[src/design/hawk_defines.svh]
/*
 * Hawk stall subsystem constants
 * AXI field widths, page geometry, ATT size and miss fill time
 */
`ifndef HAWK_DEFINES_SVH
`define HAWK_DEFINES_SVH

// AXI4 field widths
`define HAWK_AXI_ADDR_WIDTH 64
`define HAWK_AXI_DATA_WIDTH 64
`define HAWK_AXI_ID_WIDTH   4
`define HAWK_AXI_USER_WIDTH 1

// 4 KB pages, page number is address bits 59..12
`define HAWK_PAGE_SHIFT     12
`define HAWK_HPPA_WIDTH     48

// Direct-mapped ATT with 16 entries
`define HAWK_ATT_INDEX_BITS 4

// Cycles a miss waits before the page is installed
`define HAWK_FILL_CYCLES    8

`endif

[src/design/hawk_pkg.sv]
/*
 * Hawk package
 * AXI channel payload structs and the hawk page request types
 */
`default_nettype none

`include "hawk_defines.svh"

package hawk_pkg;

    typedef logic [`HAWK_HPPA_WIDTH-1:0] hppa_t;
    typedef logic [`HAWK_HPPA_WIDTH-`HAWK_ATT_INDEX_BITS-1:0] att_tag_t;

    // AR and AW share one layout
    typedef struct packed {
        logic [`HAWK_AXI_ID_WIDTH-1:0]   id;
        logic [`HAWK_AXI_ADDR_WIDTH-1:0] addr;
        logic [7:0]                      len;
        logic [2:0]                      size;
        logic [1:0]                      burst;
        logic                            lock;
        logic [3:0]                      cache;
        logic [2:0]                      prot;
        logic [3:0]                      qos;
        logic [3:0]                      region;
        logic [`HAWK_AXI_USER_WIDTH-1:0] user;
    } axi_addr_t;

    typedef struct packed {
        logic [`HAWK_AXI_ID_WIDTH-1:0]   id;
        logic [`HAWK_AXI_DATA_WIDTH-1:0] data;
        logic [1:0]                      resp;
        logic                            last;
        logic [`HAWK_AXI_USER_WIDTH-1:0] user;
    } axi_r_t;

    typedef struct packed {
        logic [`HAWK_AXI_DATA_WIDTH-1:0]   data;
        logic [`HAWK_AXI_DATA_WIDTH/8-1:0] strb;
        logic                              last;
        logic [`HAWK_AXI_USER_WIDTH-1:0]   user;
    } axi_w_t;

    typedef struct packed {
        logic [`HAWK_AXI_ID_WIDTH-1:0]   id;
        logic [1:0]                      resp;
        logic [`HAWK_AXI_USER_WIDTH-1:0] user;
    } axi_b_t;

    // Page request from a stall bridge, valid for one cycle
    typedef struct packed {
        logic  valid;
        hppa_t hppa;
    } cpu_reqpkt_t;

    typedef struct packed {
        logic     valid;
        att_tag_t tag;
    } att_entry_t;

    typedef struct packed {
        logic [15:0] hit_count;
        logic [15:0] miss_count;
    } hawk_stats_t;

endpackage

`default_nettype wire

[src/design/hawk_att.sv]
/*
 * Hawk address translation table
 * Direct-mapped page table with registered lookup and single-entry install
 */
`timescale 1ns/100ps
`default_nettype none

`include "hawk_defines.svh"

module hawk_att (
    input  wire                  clk,
    input  wire                  rst,
    input  wire                  lookup,
    input  wire hawk_pkg::hppa_t lookup_hppa,
    output logic                 hit,
    input  wire                  install,
    input  wire hawk_pkg::hppa_t install_hppa
);

    import hawk_pkg::*;

    localparam int unsigned IDX_W   = `HAWK_ATT_INDEX_BITS;
    localparam int unsigned ENTRIES = 1 << IDX_W;

    att_entry_t       entry_q [ENTRIES];
    logic [IDX_W-1:0] lookup_idx;
    logic [IDX_W-1:0] install_idx;
    att_tag_t         lookup_tag;
    att_tag_t         install_tag;

    // Low page bits select the entry, the rest form the tag
    assign lookup_idx  = lookup_hppa[IDX_W-1:0];
    assign lookup_tag  = lookup_hppa[`HAWK_HPPA_WIDTH-1:IDX_W];
    assign install_idx = install_hppa[IDX_W-1:0];
    assign install_tag = install_hppa[`HAWK_HPPA_WIDTH-1:IDX_W];

    always_ff @(posedge clk) begin
        if (rst) begin
            hit <= 1'b0;
            for (int i = 0; i < ENTRIES; i++) begin
                entry_q[i] <= '0;
            end
        end else begin
            hit <= lookup
                && entry_q[lookup_idx].valid
                && (entry_q[lookup_idx].tag == lookup_tag);

            // Overwrite evicts whatever page held this index
            if (install) begin
                entry_q[install_idx] <= '{valid: 1'b1, tag: install_tag};
            end
        end
    end

endmodule

`default_nettype wire

[src/design/hawk_ctrl_unit.sv]
/*
 * Hawk control unit
 * Serves page requests from the read and write bridges oldest first,
 * checks the ATT, models the miss fill and grants access
 */
`timescale 1ns/100ps
`default_nettype none

`include "hawk_defines.svh"

module hawk_ctrl_unit (
    input  wire                         clk,
    input  wire                         rst,
    input  wire hawk_pkg::cpu_reqpkt_t  rd_reqpkt,
    input  wire hawk_pkg::cpu_reqpkt_t  wr_reqpkt,
    output logic                        rd_allow,
    output logic                        wr_allow,
    output logic                        att_lookup,
    output hawk_pkg::hppa_t             att_lookup_hppa,
    input  wire                         att_hit,
    output logic                        att_install,
    output hawk_pkg::hppa_t             att_install_hppa,
    output hawk_pkg::hawk_stats_t       stats
);

    import hawk_pkg::*;

    localparam int unsigned FILL_W = $clog2(`HAWK_FILL_CYCLES + 1);

    typedef enum logic [1:0] {
        ST_IDLE,
        ST_LOOKUP,
        ST_CHECK,
        ST_FILL
    } state_t;

    state_t            state_q;
    logic              rd_pend_q, wr_pend_q;
    hppa_t             rd_hppa_q, wr_hppa_q;
    hppa_t             cur_hppa_q;
    logic              rd_first_q;
    logic              owner_rd_q;
    logic [FILL_W-1:0] fill_cnt_q;
    logic              rd_req, wr_req;
    hppa_t             rd_sel_hppa, wr_sel_hppa;
    logic              rd_older;
    logic              take_rd, take_wr;
    logic              hit_grant, fill_done, grant;

    // A request can be served in the very cycle its packet arrives
    assign rd_req      = rd_pend_q || rd_reqpkt.valid;
    assign wr_req      = wr_pend_q || wr_reqpkt.valid;
    assign rd_sel_hppa = rd_reqpkt.valid ? rd_reqpkt.hppa : rd_hppa_q;
    assign wr_sel_hppa = wr_reqpkt.valid ? wr_reqpkt.hppa : wr_hppa_q;

    // A waiting write is older than a fresh read; otherwise read wins ties
    assign rd_older = wr_pend_q ? (rd_pend_q && rd_first_q) : 1'b1;
    assign take_rd  = (state_q == ST_IDLE) && rd_req && (!wr_req || rd_older);
    assign take_wr  = (state_q == ST_IDLE) && wr_req && !take_rd;

    assign hit_grant = (state_q == ST_CHECK) && att_hit;
    assign fill_done = (state_q == ST_FILL) && (fill_cnt_q == '0);
    assign grant     = hit_grant || fill_done;

    assign rd_allow         = grant && owner_rd_q;
    assign wr_allow         = grant && !owner_rd_q;
    assign att_lookup       = (state_q == ST_LOOKUP);
    assign att_lookup_hppa  = cur_hppa_q;
    assign att_install      = fill_done;
    assign att_install_hppa = cur_hppa_q;

    always_ff @(posedge clk) begin
        if (rd_reqpkt.valid) rd_hppa_q <= rd_reqpkt.hppa;
        if (wr_reqpkt.valid) wr_hppa_q <= wr_reqpkt.hppa;
        if (take_rd) begin
            cur_hppa_q <= rd_sel_hppa;
        end else if (take_wr) begin
            cur_hppa_q <= wr_sel_hppa;
        end
    end

    always_ff @(posedge clk) begin
        if (rst) begin
            state_q    <= ST_IDLE;
            rd_pend_q  <= 1'b0;
            wr_pend_q  <= 1'b0;
            rd_first_q <= 1'b1;
            owner_rd_q <= 1'b0;
            fill_cnt_q <= '0;
            stats      <= '0;
        end else begin
            rd_pend_q <= rd_req && !take_rd;
            wr_pend_q <= wr_req && !take_wr;

            // Age flag records which side was waiting first
            if (rd_reqpkt.valid && wr_reqpkt.valid) begin
                rd_first_q <= 1'b1;
            end else if (rd_reqpkt.valid) begin
                rd_first_q <= !wr_pend_q;
            end else if (wr_reqpkt.valid) begin
                rd_first_q <= rd_pend_q;
            end

            case (state_q)
                ST_IDLE: begin
                    if (take_rd || take_wr) begin
                        owner_rd_q <= take_rd;
                        state_q    <= ST_LOOKUP;
                    end
                end
                ST_LOOKUP: state_q <= ST_CHECK;
                ST_CHECK: begin
                    if (att_hit) begin
                        state_q <= ST_IDLE;
                    end else begin
                        fill_cnt_q <= FILL_W'(`HAWK_FILL_CYCLES - 1);
                        state_q    <= ST_FILL;
                    end
                end
                ST_FILL: begin
                    if (fill_done) begin
                        state_q <= ST_IDLE;
                    end else begin
                        fill_cnt_q <= fill_cnt_q - 1'b1;
                    end
                end
                default: state_q <= ST_IDLE;
            endcase

            // Saturating event counters
            if (hit_grant && (stats.hit_count != '1)) begin
                stats.hit_count <= stats.hit_count + 16'd1;
            end
            if (fill_done && (stats.miss_count != '1)) begin
                stats.miss_count <= stats.miss_count + 16'd1;
            end
        end
    end

endmodule

`default_nettype wire

[src/design/hawk_cpu_stall.sv]
/*
 * Hawk CPU stall bridge
 * Holds one AXI address request until the control unit grants access,
 * then forwards it and blocks new requests until its response is done
 */
`timescale 1ns/100ps
`default_nettype none

`include "hawk_defines.svh"

module hawk_cpu_stall #(
    parameter type chan_t = hawk_pkg::axi_addr_t
) (
    input  wire                   clk,
    input  wire                   rst,

    // CPU side address channel
    input  wire chan_t            s_addr,
    input  wire                   s_valid,
    output logic                  s_ready,

    // Memory side address channel
    output chan_t                 m_addr,
    output logic                  m_valid,
    input  wire                   m_ready,

    // Hawk control unit
    input  wire                   allow_access,
    input  wire                   rsp_done,
    output hawk_pkg::cpu_reqpkt_t reqpkt
);

    typedef enum logic {
        ST_IDLE,
        ST_WAIT
    } state_t;

    state_t state_q;
    logic   pending_q;
    logic   req_valid_q;
    logic   s_hs;
    logic   grant;

    // Accept only when idle, nothing queued to memory and no response outstanding
    assign s_ready = (state_q == ST_IDLE) && !m_valid && !pending_q;
    assign s_hs    = s_valid && s_ready;

    // The allow pulse is used in the same cycle so that m_valid follows it by one cycle
    assign grant = (state_q == ST_WAIT) && allow_access;

    // Captured request, held on the master channel until accepted
    always_ff @(posedge clk) begin
        if (s_hs) begin
            m_addr <= s_addr;
        end
    end

    always_ff @(posedge clk) begin
        if (rst) begin
            state_q     <= ST_IDLE;
            m_valid     <= 1'b0;
            pending_q   <= 1'b0;
            req_valid_q <= 1'b0;
        end else begin
            req_valid_q <= s_hs;

            if (m_valid && m_ready) begin
                m_valid <= 1'b0;
            end

            case (state_q)
                ST_IDLE: begin
                    if (s_hs) begin
                        state_q <= ST_WAIT;
                    end
                end
                ST_WAIT: begin
                    if (grant) begin
                        m_valid <= 1'b1;
                        state_q <= ST_IDLE;
                    end
                end
                default: begin
                    state_q <= ST_IDLE;
                end
            endcase

            // One transaction in flight until its response completes
            if (grant) begin
                pending_q <= 1'b1;
            end else if (rsp_done) begin
                pending_q <= 1'b0;
            end
        end
    end

    // Page number of the captured request, valid the cycle after the handshake
    assign reqpkt = '{
        valid: req_valid_q,
        hppa:  m_addr.addr[`HAWK_PAGE_SHIFT+`HAWK_HPPA_WIDTH-1:`HAWK_PAGE_SHIFT]
    };

endmodule

`default_nettype wire

[src/design/hawk_top.sv]
/*
 * Hawk CPU stall subsystem top
 * Read and write address bridges gated by the control unit and ATT,
 * data and response channels pass straight through
 */
`timescale 1ns/100ps
`default_nettype none

module hawk_top (
    input  wire                        clk,
    input  wire                        rst,

    // CPU slave side
    input  wire hawk_pkg::axi_addr_t   s_ar,
    input  wire                        s_arvalid,
    output wire                        s_arready,
    input  wire hawk_pkg::axi_addr_t   s_aw,
    input  wire                        s_awvalid,
    output wire                        s_awready,
    input  wire hawk_pkg::axi_w_t      s_w,
    input  wire                        s_wvalid,
    output wire                        s_wready,
    output wire hawk_pkg::axi_r_t      s_r,
    output wire                        s_rvalid,
    input  wire                        s_rready,
    output wire hawk_pkg::axi_b_t      s_b,
    output wire                        s_bvalid,
    input  wire                        s_bready,

    // Memory master side
    output wire hawk_pkg::axi_addr_t   m_ar,
    output wire                        m_arvalid,
    input  wire                        m_arready,
    output wire hawk_pkg::axi_addr_t   m_aw,
    output wire                        m_awvalid,
    input  wire                        m_awready,
    output wire hawk_pkg::axi_w_t      m_w,
    output wire                        m_wvalid,
    input  wire                        m_wready,
    input  wire hawk_pkg::axi_r_t      m_r,
    input  wire                        m_rvalid,
    output wire                        m_rready,
    input  wire hawk_pkg::axi_b_t      m_b,
    input  wire                        m_bvalid,
    output wire                        m_bready,

    output wire hawk_pkg::hawk_stats_t stats
);

    import hawk_pkg::*;

    cpu_reqpkt_t rd_reqpkt, wr_reqpkt;
    hppa_t       att_lookup_hppa, att_install_hppa;
    logic        rd_allow, wr_allow;
    logic        att_lookup, att_install, att_hit;
    logic        r_done, b_done;

    // Response completion releases the matching bridge
    assign r_done = m_rvalid && m_rready && m_r.last;
    assign b_done = m_bvalid && m_bready;

    assign m_w      = s_w;
    assign m_wvalid = s_wvalid;
    assign s_wready = m_wready;
    assign s_r      = m_r;
    assign s_rvalid = m_rvalid;
    assign m_rready = s_rready;
    assign s_b      = m_b;
    assign s_bvalid = m_bvalid;
    assign m_bready = s_bready;

    hawk_cpu_stall #(.chan_t(hawk_pkg::axi_addr_t)) u_rd_stall (
        .clk(clk), .rst(rst),
        .s_addr(s_ar), .s_valid(s_arvalid), .s_ready(s_arready),
        .m_addr(m_ar), .m_valid(m_arvalid), .m_ready(m_arready),
        .allow_access(rd_allow), .rsp_done(r_done), .reqpkt(rd_reqpkt)
    );

    hawk_cpu_stall #(.chan_t(hawk_pkg::axi_addr_t)) u_wr_stall (
        .clk(clk), .rst(rst),
        .s_addr(s_aw), .s_valid(s_awvalid), .s_ready(s_awready),
        .m_addr(m_aw), .m_valid(m_awvalid), .m_ready(m_awready),
        .allow_access(wr_allow), .rsp_done(b_done), .reqpkt(wr_reqpkt)
    );

    hawk_ctrl_unit u_ctrl (
        .clk(clk), .rst(rst),
        .rd_reqpkt(rd_reqpkt), .wr_reqpkt(wr_reqpkt),
        .rd_allow(rd_allow), .wr_allow(wr_allow),
        .att_lookup(att_lookup), .att_lookup_hppa(att_lookup_hppa),
        .att_hit(att_hit),
        .att_install(att_install), .att_install_hppa(att_install_hppa),
        .stats(stats)
    );

    hawk_att u_att (
        .clk(clk), .rst(rst),
        .lookup(att_lookup), .lookup_hppa(att_lookup_hppa), .hit(att_hit),
        .install(att_install), .install_hppa(att_install_hppa)
    );

endmodule

`default_nettype wire

[config.mk]
export PLATFORM = sky130hd
export DESIGN_NAME = hawk_top
export DESIGN_NICKNAME = d
export VERILOG_FILES = /design/src/design/hawk_pkg.sv /design/src/design/hawk_att.sv /design/src/design/hawk_ctrl_unit.sv /design/src/design/hawk_cpu_stall.sv /design/src/design/hawk_top.sv
export VERILOG_INCLUDE_DIRS = /design/src /design/src/design
export SDC_FILE = /design/constraint.sdc
export NUM_CORES = 1
export LEC_CHECK = 0
export ABC_AREA = 1
export BUFFER_PORTS_ARGS = -buffer_cell sky130_fd_sc_hd__buf_2
export CAP_MARGIN = 20
export CORE_MARGIN = 1.5
export CORE_UTILIZATION = 35
export DETAILED_ROUTE_END_ITERATION = 8
export SETUP_SLACK_MARGIN = 0.15
export SLEW_MARGIN = 20
export SYNTH_ARGS = -nofsm -noshare
export SYNTH_HDL_FRONTEND = slang
export SYNTH_SLANG_ARGS = --single-unit
[constraint.sdc]
create_clock -name clk -period 2.8 [get_ports clk]
set_input_delay 0 -clock clk [delete_from_list [all_inputs] [get_ports clk]]
set_output_delay 0 -clock clk [all_outputs]
set_load 0.005 [all_outputs]
==> flow_metrics.py <==
metrics = {
    "setup_path": {
        "worst_ep_required_time_ps": 3480,
        "max_stage_delay_ps": 430,
        "rr_worst_depth": 15,
        "setup.worst_path.start_class": "flop",
        "crit_path_frequent_cell": "nand2_1",
        "worstPathArrival_ps": 3230,
        "worst-path-max-fanout": 16,
        "critPathBufInv": 3,
        "cp_top_family": "simple AND/OR/NAND/NOR gates",
        "critPathSlowestCell": "dfxtp_4",
        "worstPathCellList": "buf_6 > buf_12 > buf_16 > nand2_1 > nand3_1 > nand3_1 > nand3_2 > nand2_1 > nand2_1 > nand4_1 > nor2_1 > nand2_1 > nor2_1 > nand2_1 > nor2_1",
        "path_class": "flop to flop",
        "worstSetupPathDepth": 15,
        "worst_setup_path_end_kind": "flop",
    },
    "timing": {
        "whs_ps": 0.00197,
        "rsz0062_at_grt": "true",
        "hold_viol": 0,
        "slew_violations": 0,
        "setup_tns_ps": 0,
        "worst_pin_slew_ps": 944,
        "relSlewSlack_pct": 37.1,
        "fin_skew_ps": 104,
        "min_period_ps": 2550,
        "fmax_mhz": 392,
        "fin_crit_sh_pct": 91.1,
        "setup_violations": 0,
    },
    "place": {
        "gp_congestion": 0.855,
        "hpwlAfterDp_microns": 100000,
        "portBuffers": 443,
    },
    "route": {
        "drtAntennaViolNets": 0,
        "initialDrtViolationCount": 3921,
        "avgRoutedWirePerCell_microns": 22.7,
        "firstDrtPassIters": 6,
        "via_per_inst": 5.14,
        "drt-total-wl_microns": 169000,
        "drc": 0,
        "num_vias": 38100,
    },
    "cts": {
        "cts-buffers-inserted": 115,
        "clkTransAtPathRegs_ps": 60,
        "cts_tree": "built",
        "cts-htree-levels": 3,
        "root_buffer": "clkbuf_16",
        "clkSinkCount": 1115,
        "insertion_delay_ps": 780,
        "cts_buffer_depth": 3,
    },
    "final_layout": {
        "multiInputGateArea_sq_um": 12400,
        "syn2layout_area_growth_pct": 25.4,
        "drive_above_1_share_pct": 15.6,
        "layout.nets": 5901,
        "register_area_sq_um": 31800,
        "fillers": 12600,
    },
    "grt": {
        "grt_pass1_vias": 36900,
        "track_usage_pct": 23.4,
        "antenna_found_initial": 2,
        "grt_max_degree": 73,
        "grt-ovfl-total": 0,
        "grt_pass1_wl_microns": 244000,
    },
    "worst_hold_path": {
        "hp-class": "input port to primary output",
        "min_path_cells": 0,
        "holdCritStartpoint": "s_w[9]",
    },
    "die": {
        "num_rows": 135,
        "start_util_pct": 35.3,
        "die_y_microns": 373,
        "io_pins": 752,
        "core_region_area_sq_um": 136000,
        "die_area_sq_um": 139000,
        "die_x_microns": 373,
    },
    "synth": {
        "ys_seq_area_share_pct": 66.3,
        "post-synth-top-area-cell": "edfxtp_1",
        "yosysMostFrequentCell": "nand2_1",
        "yosys_warnings": 0,
        "ys_ff_latch": 1115,
        "synth.distinct_cells": 32,
        "synth_top_cell_area_share_pct": 59.3,
        "synth_nets": 5203,
        "syn_area_sq_um": 48000,
        "ys.flop_type": "edfxtp_1",
        "syn_avg_cell_area_sq_um": 9.92,
        "ys_top_cells_by_area": "edfxtp_1 59%, nand2_1 8.6%, nor2_1 7.9%",
        "synth_edf_count": 948,
        "async_flop_share_pct": 0,
        "synthCells": 4838,
        "synth_common_cells": "1095 x nand2_1, 1014 x nor2_1, 948 x edfxtp_1",
    },
    "pwr": {
        "powerDensity_nw_per_um2": 870,
        "total_leakage_power_nw": 25.0,
        "peakVddDrop_mv": 0.597,
    },
    "outcome": {
        "status": "finished clean",
    },
    "job": {
        "drv_cap": 0,
    },
}
area by class of cell:
cell class	count	area share (%)
Tap cell	1781	3.70
Inverter	355	2.25
Multi-Input combinational cell	2917	20.7
Clock inverter	60	0.873
Timing Repair Buffer	1031	14.3
Clock buffer	156	5.31
Sequential cell	1115	52.9
Antenna cell	4	0.0166
Timing Repair inverter	1	0.0146
layout by cell type (no fill, tap or decap), types with 80 or more instances in the layout:
cell type	Yosys	routed
clkbuf_16	0	119
o21ai_0	180	179
nand2_1	1095	1060
nor2_1	1014	1011
dfxtp_1	167	161
buf_2	77	443
nand3_1	369	365
edfxtp_1	948	948
inv_1	306	301
buf_4	171	120
dlygate4sd3_1	0	394
o211ai_1	80	80
per-layer routing:
layer / GRT usage, % / part of all wire (%) / routed length, microns
met1: 29.7 / 39 / 65800
met2: 37.8 / 46 / 78100
met3: 6.44 / 11 / 17900
met4: 9.03 / 4.0 / 6670
met5: 1.72 / 0.13 / 225
state kept, by name, indices dropped and copies added, names as in the netlist, 2 cells and up, named ones only:
register                 flops
u_ctrl.att_install_hppa     48
u_ctrl.fill_cnt_q            4
u_rd_stall.m_addr           98
u_ctrl.state_q               2
u_ctrl.rd_hppa_q            48
u_ctrl.wr_hppa_q            48
u_wr_stall.m_addr           98
u_ctrl.stats                32
u_att.entry_q              720
per-stage QoR:
step | utilization, % | cell area (sq um) | worst slack, ps | instances | total power (W)
2_1_floorplan | - | 48000 | 232 | 4838 | 0.0302
3_3_place_gp | 38.4 | 52200 | 131 | 6792 | 0.0361
3_5_place_dp | 38.4 | 52200 | 136 | 6792 | 0.0362
4_1_cts | 44.2 | 60000 | 151 | 7405 | 0.0519
5_1_grt | 44.3 | 60200 | 124 | 7416 | 0.0546
6_report | 44.3 | 60200 | 248 | 7420 | 0.0523
cells by family after synthesis:
| group | Yosys count | share of synthesized area (%) |
|---|---|---|
| flops | 1115 | 66.3 |
| simple gates | 2517 | 20.8 |
| buf+inv | 806 | 8.09 |
| fa+ha+maj | 4 | 0.104 |
| compound gates | 395 | 4.68 |
| xor+xnor | 1 | 0.0183 |
report_power, final:
part	internal, W	switching [W]	leakage [nW]	total [W]
clock	0.00831	0.00681	1.81	0.0151
sequential	0.0195	0.000879	11.0	0.0203
combinational	0.00553	0.0113	12.2	0.0169
total	0.0333	0.0190	25.0	0.0523
repair_timing:
action / 4_1_cts / 5_1_grt
hold buffers: 394 / 0
setup endpoints to repair: 1 / 3
pin swaps: 1 / 2
setup buffers: 0 / 8
gates cloned: 3 / 3
endpoints found under the hold margin: 228 / 0
resized for setup: 5 / 13
path summary, 6_finish.rpt:
kind                     endpoint  slack, ps
max reg2reg             u_att.hit        250
max                     u_att.hit        250
min reg2reg  u_ctrl.wr_hppa_q[26]        440
min                        m_w[9]      0.002
Power figures use the tool's default switching activity.
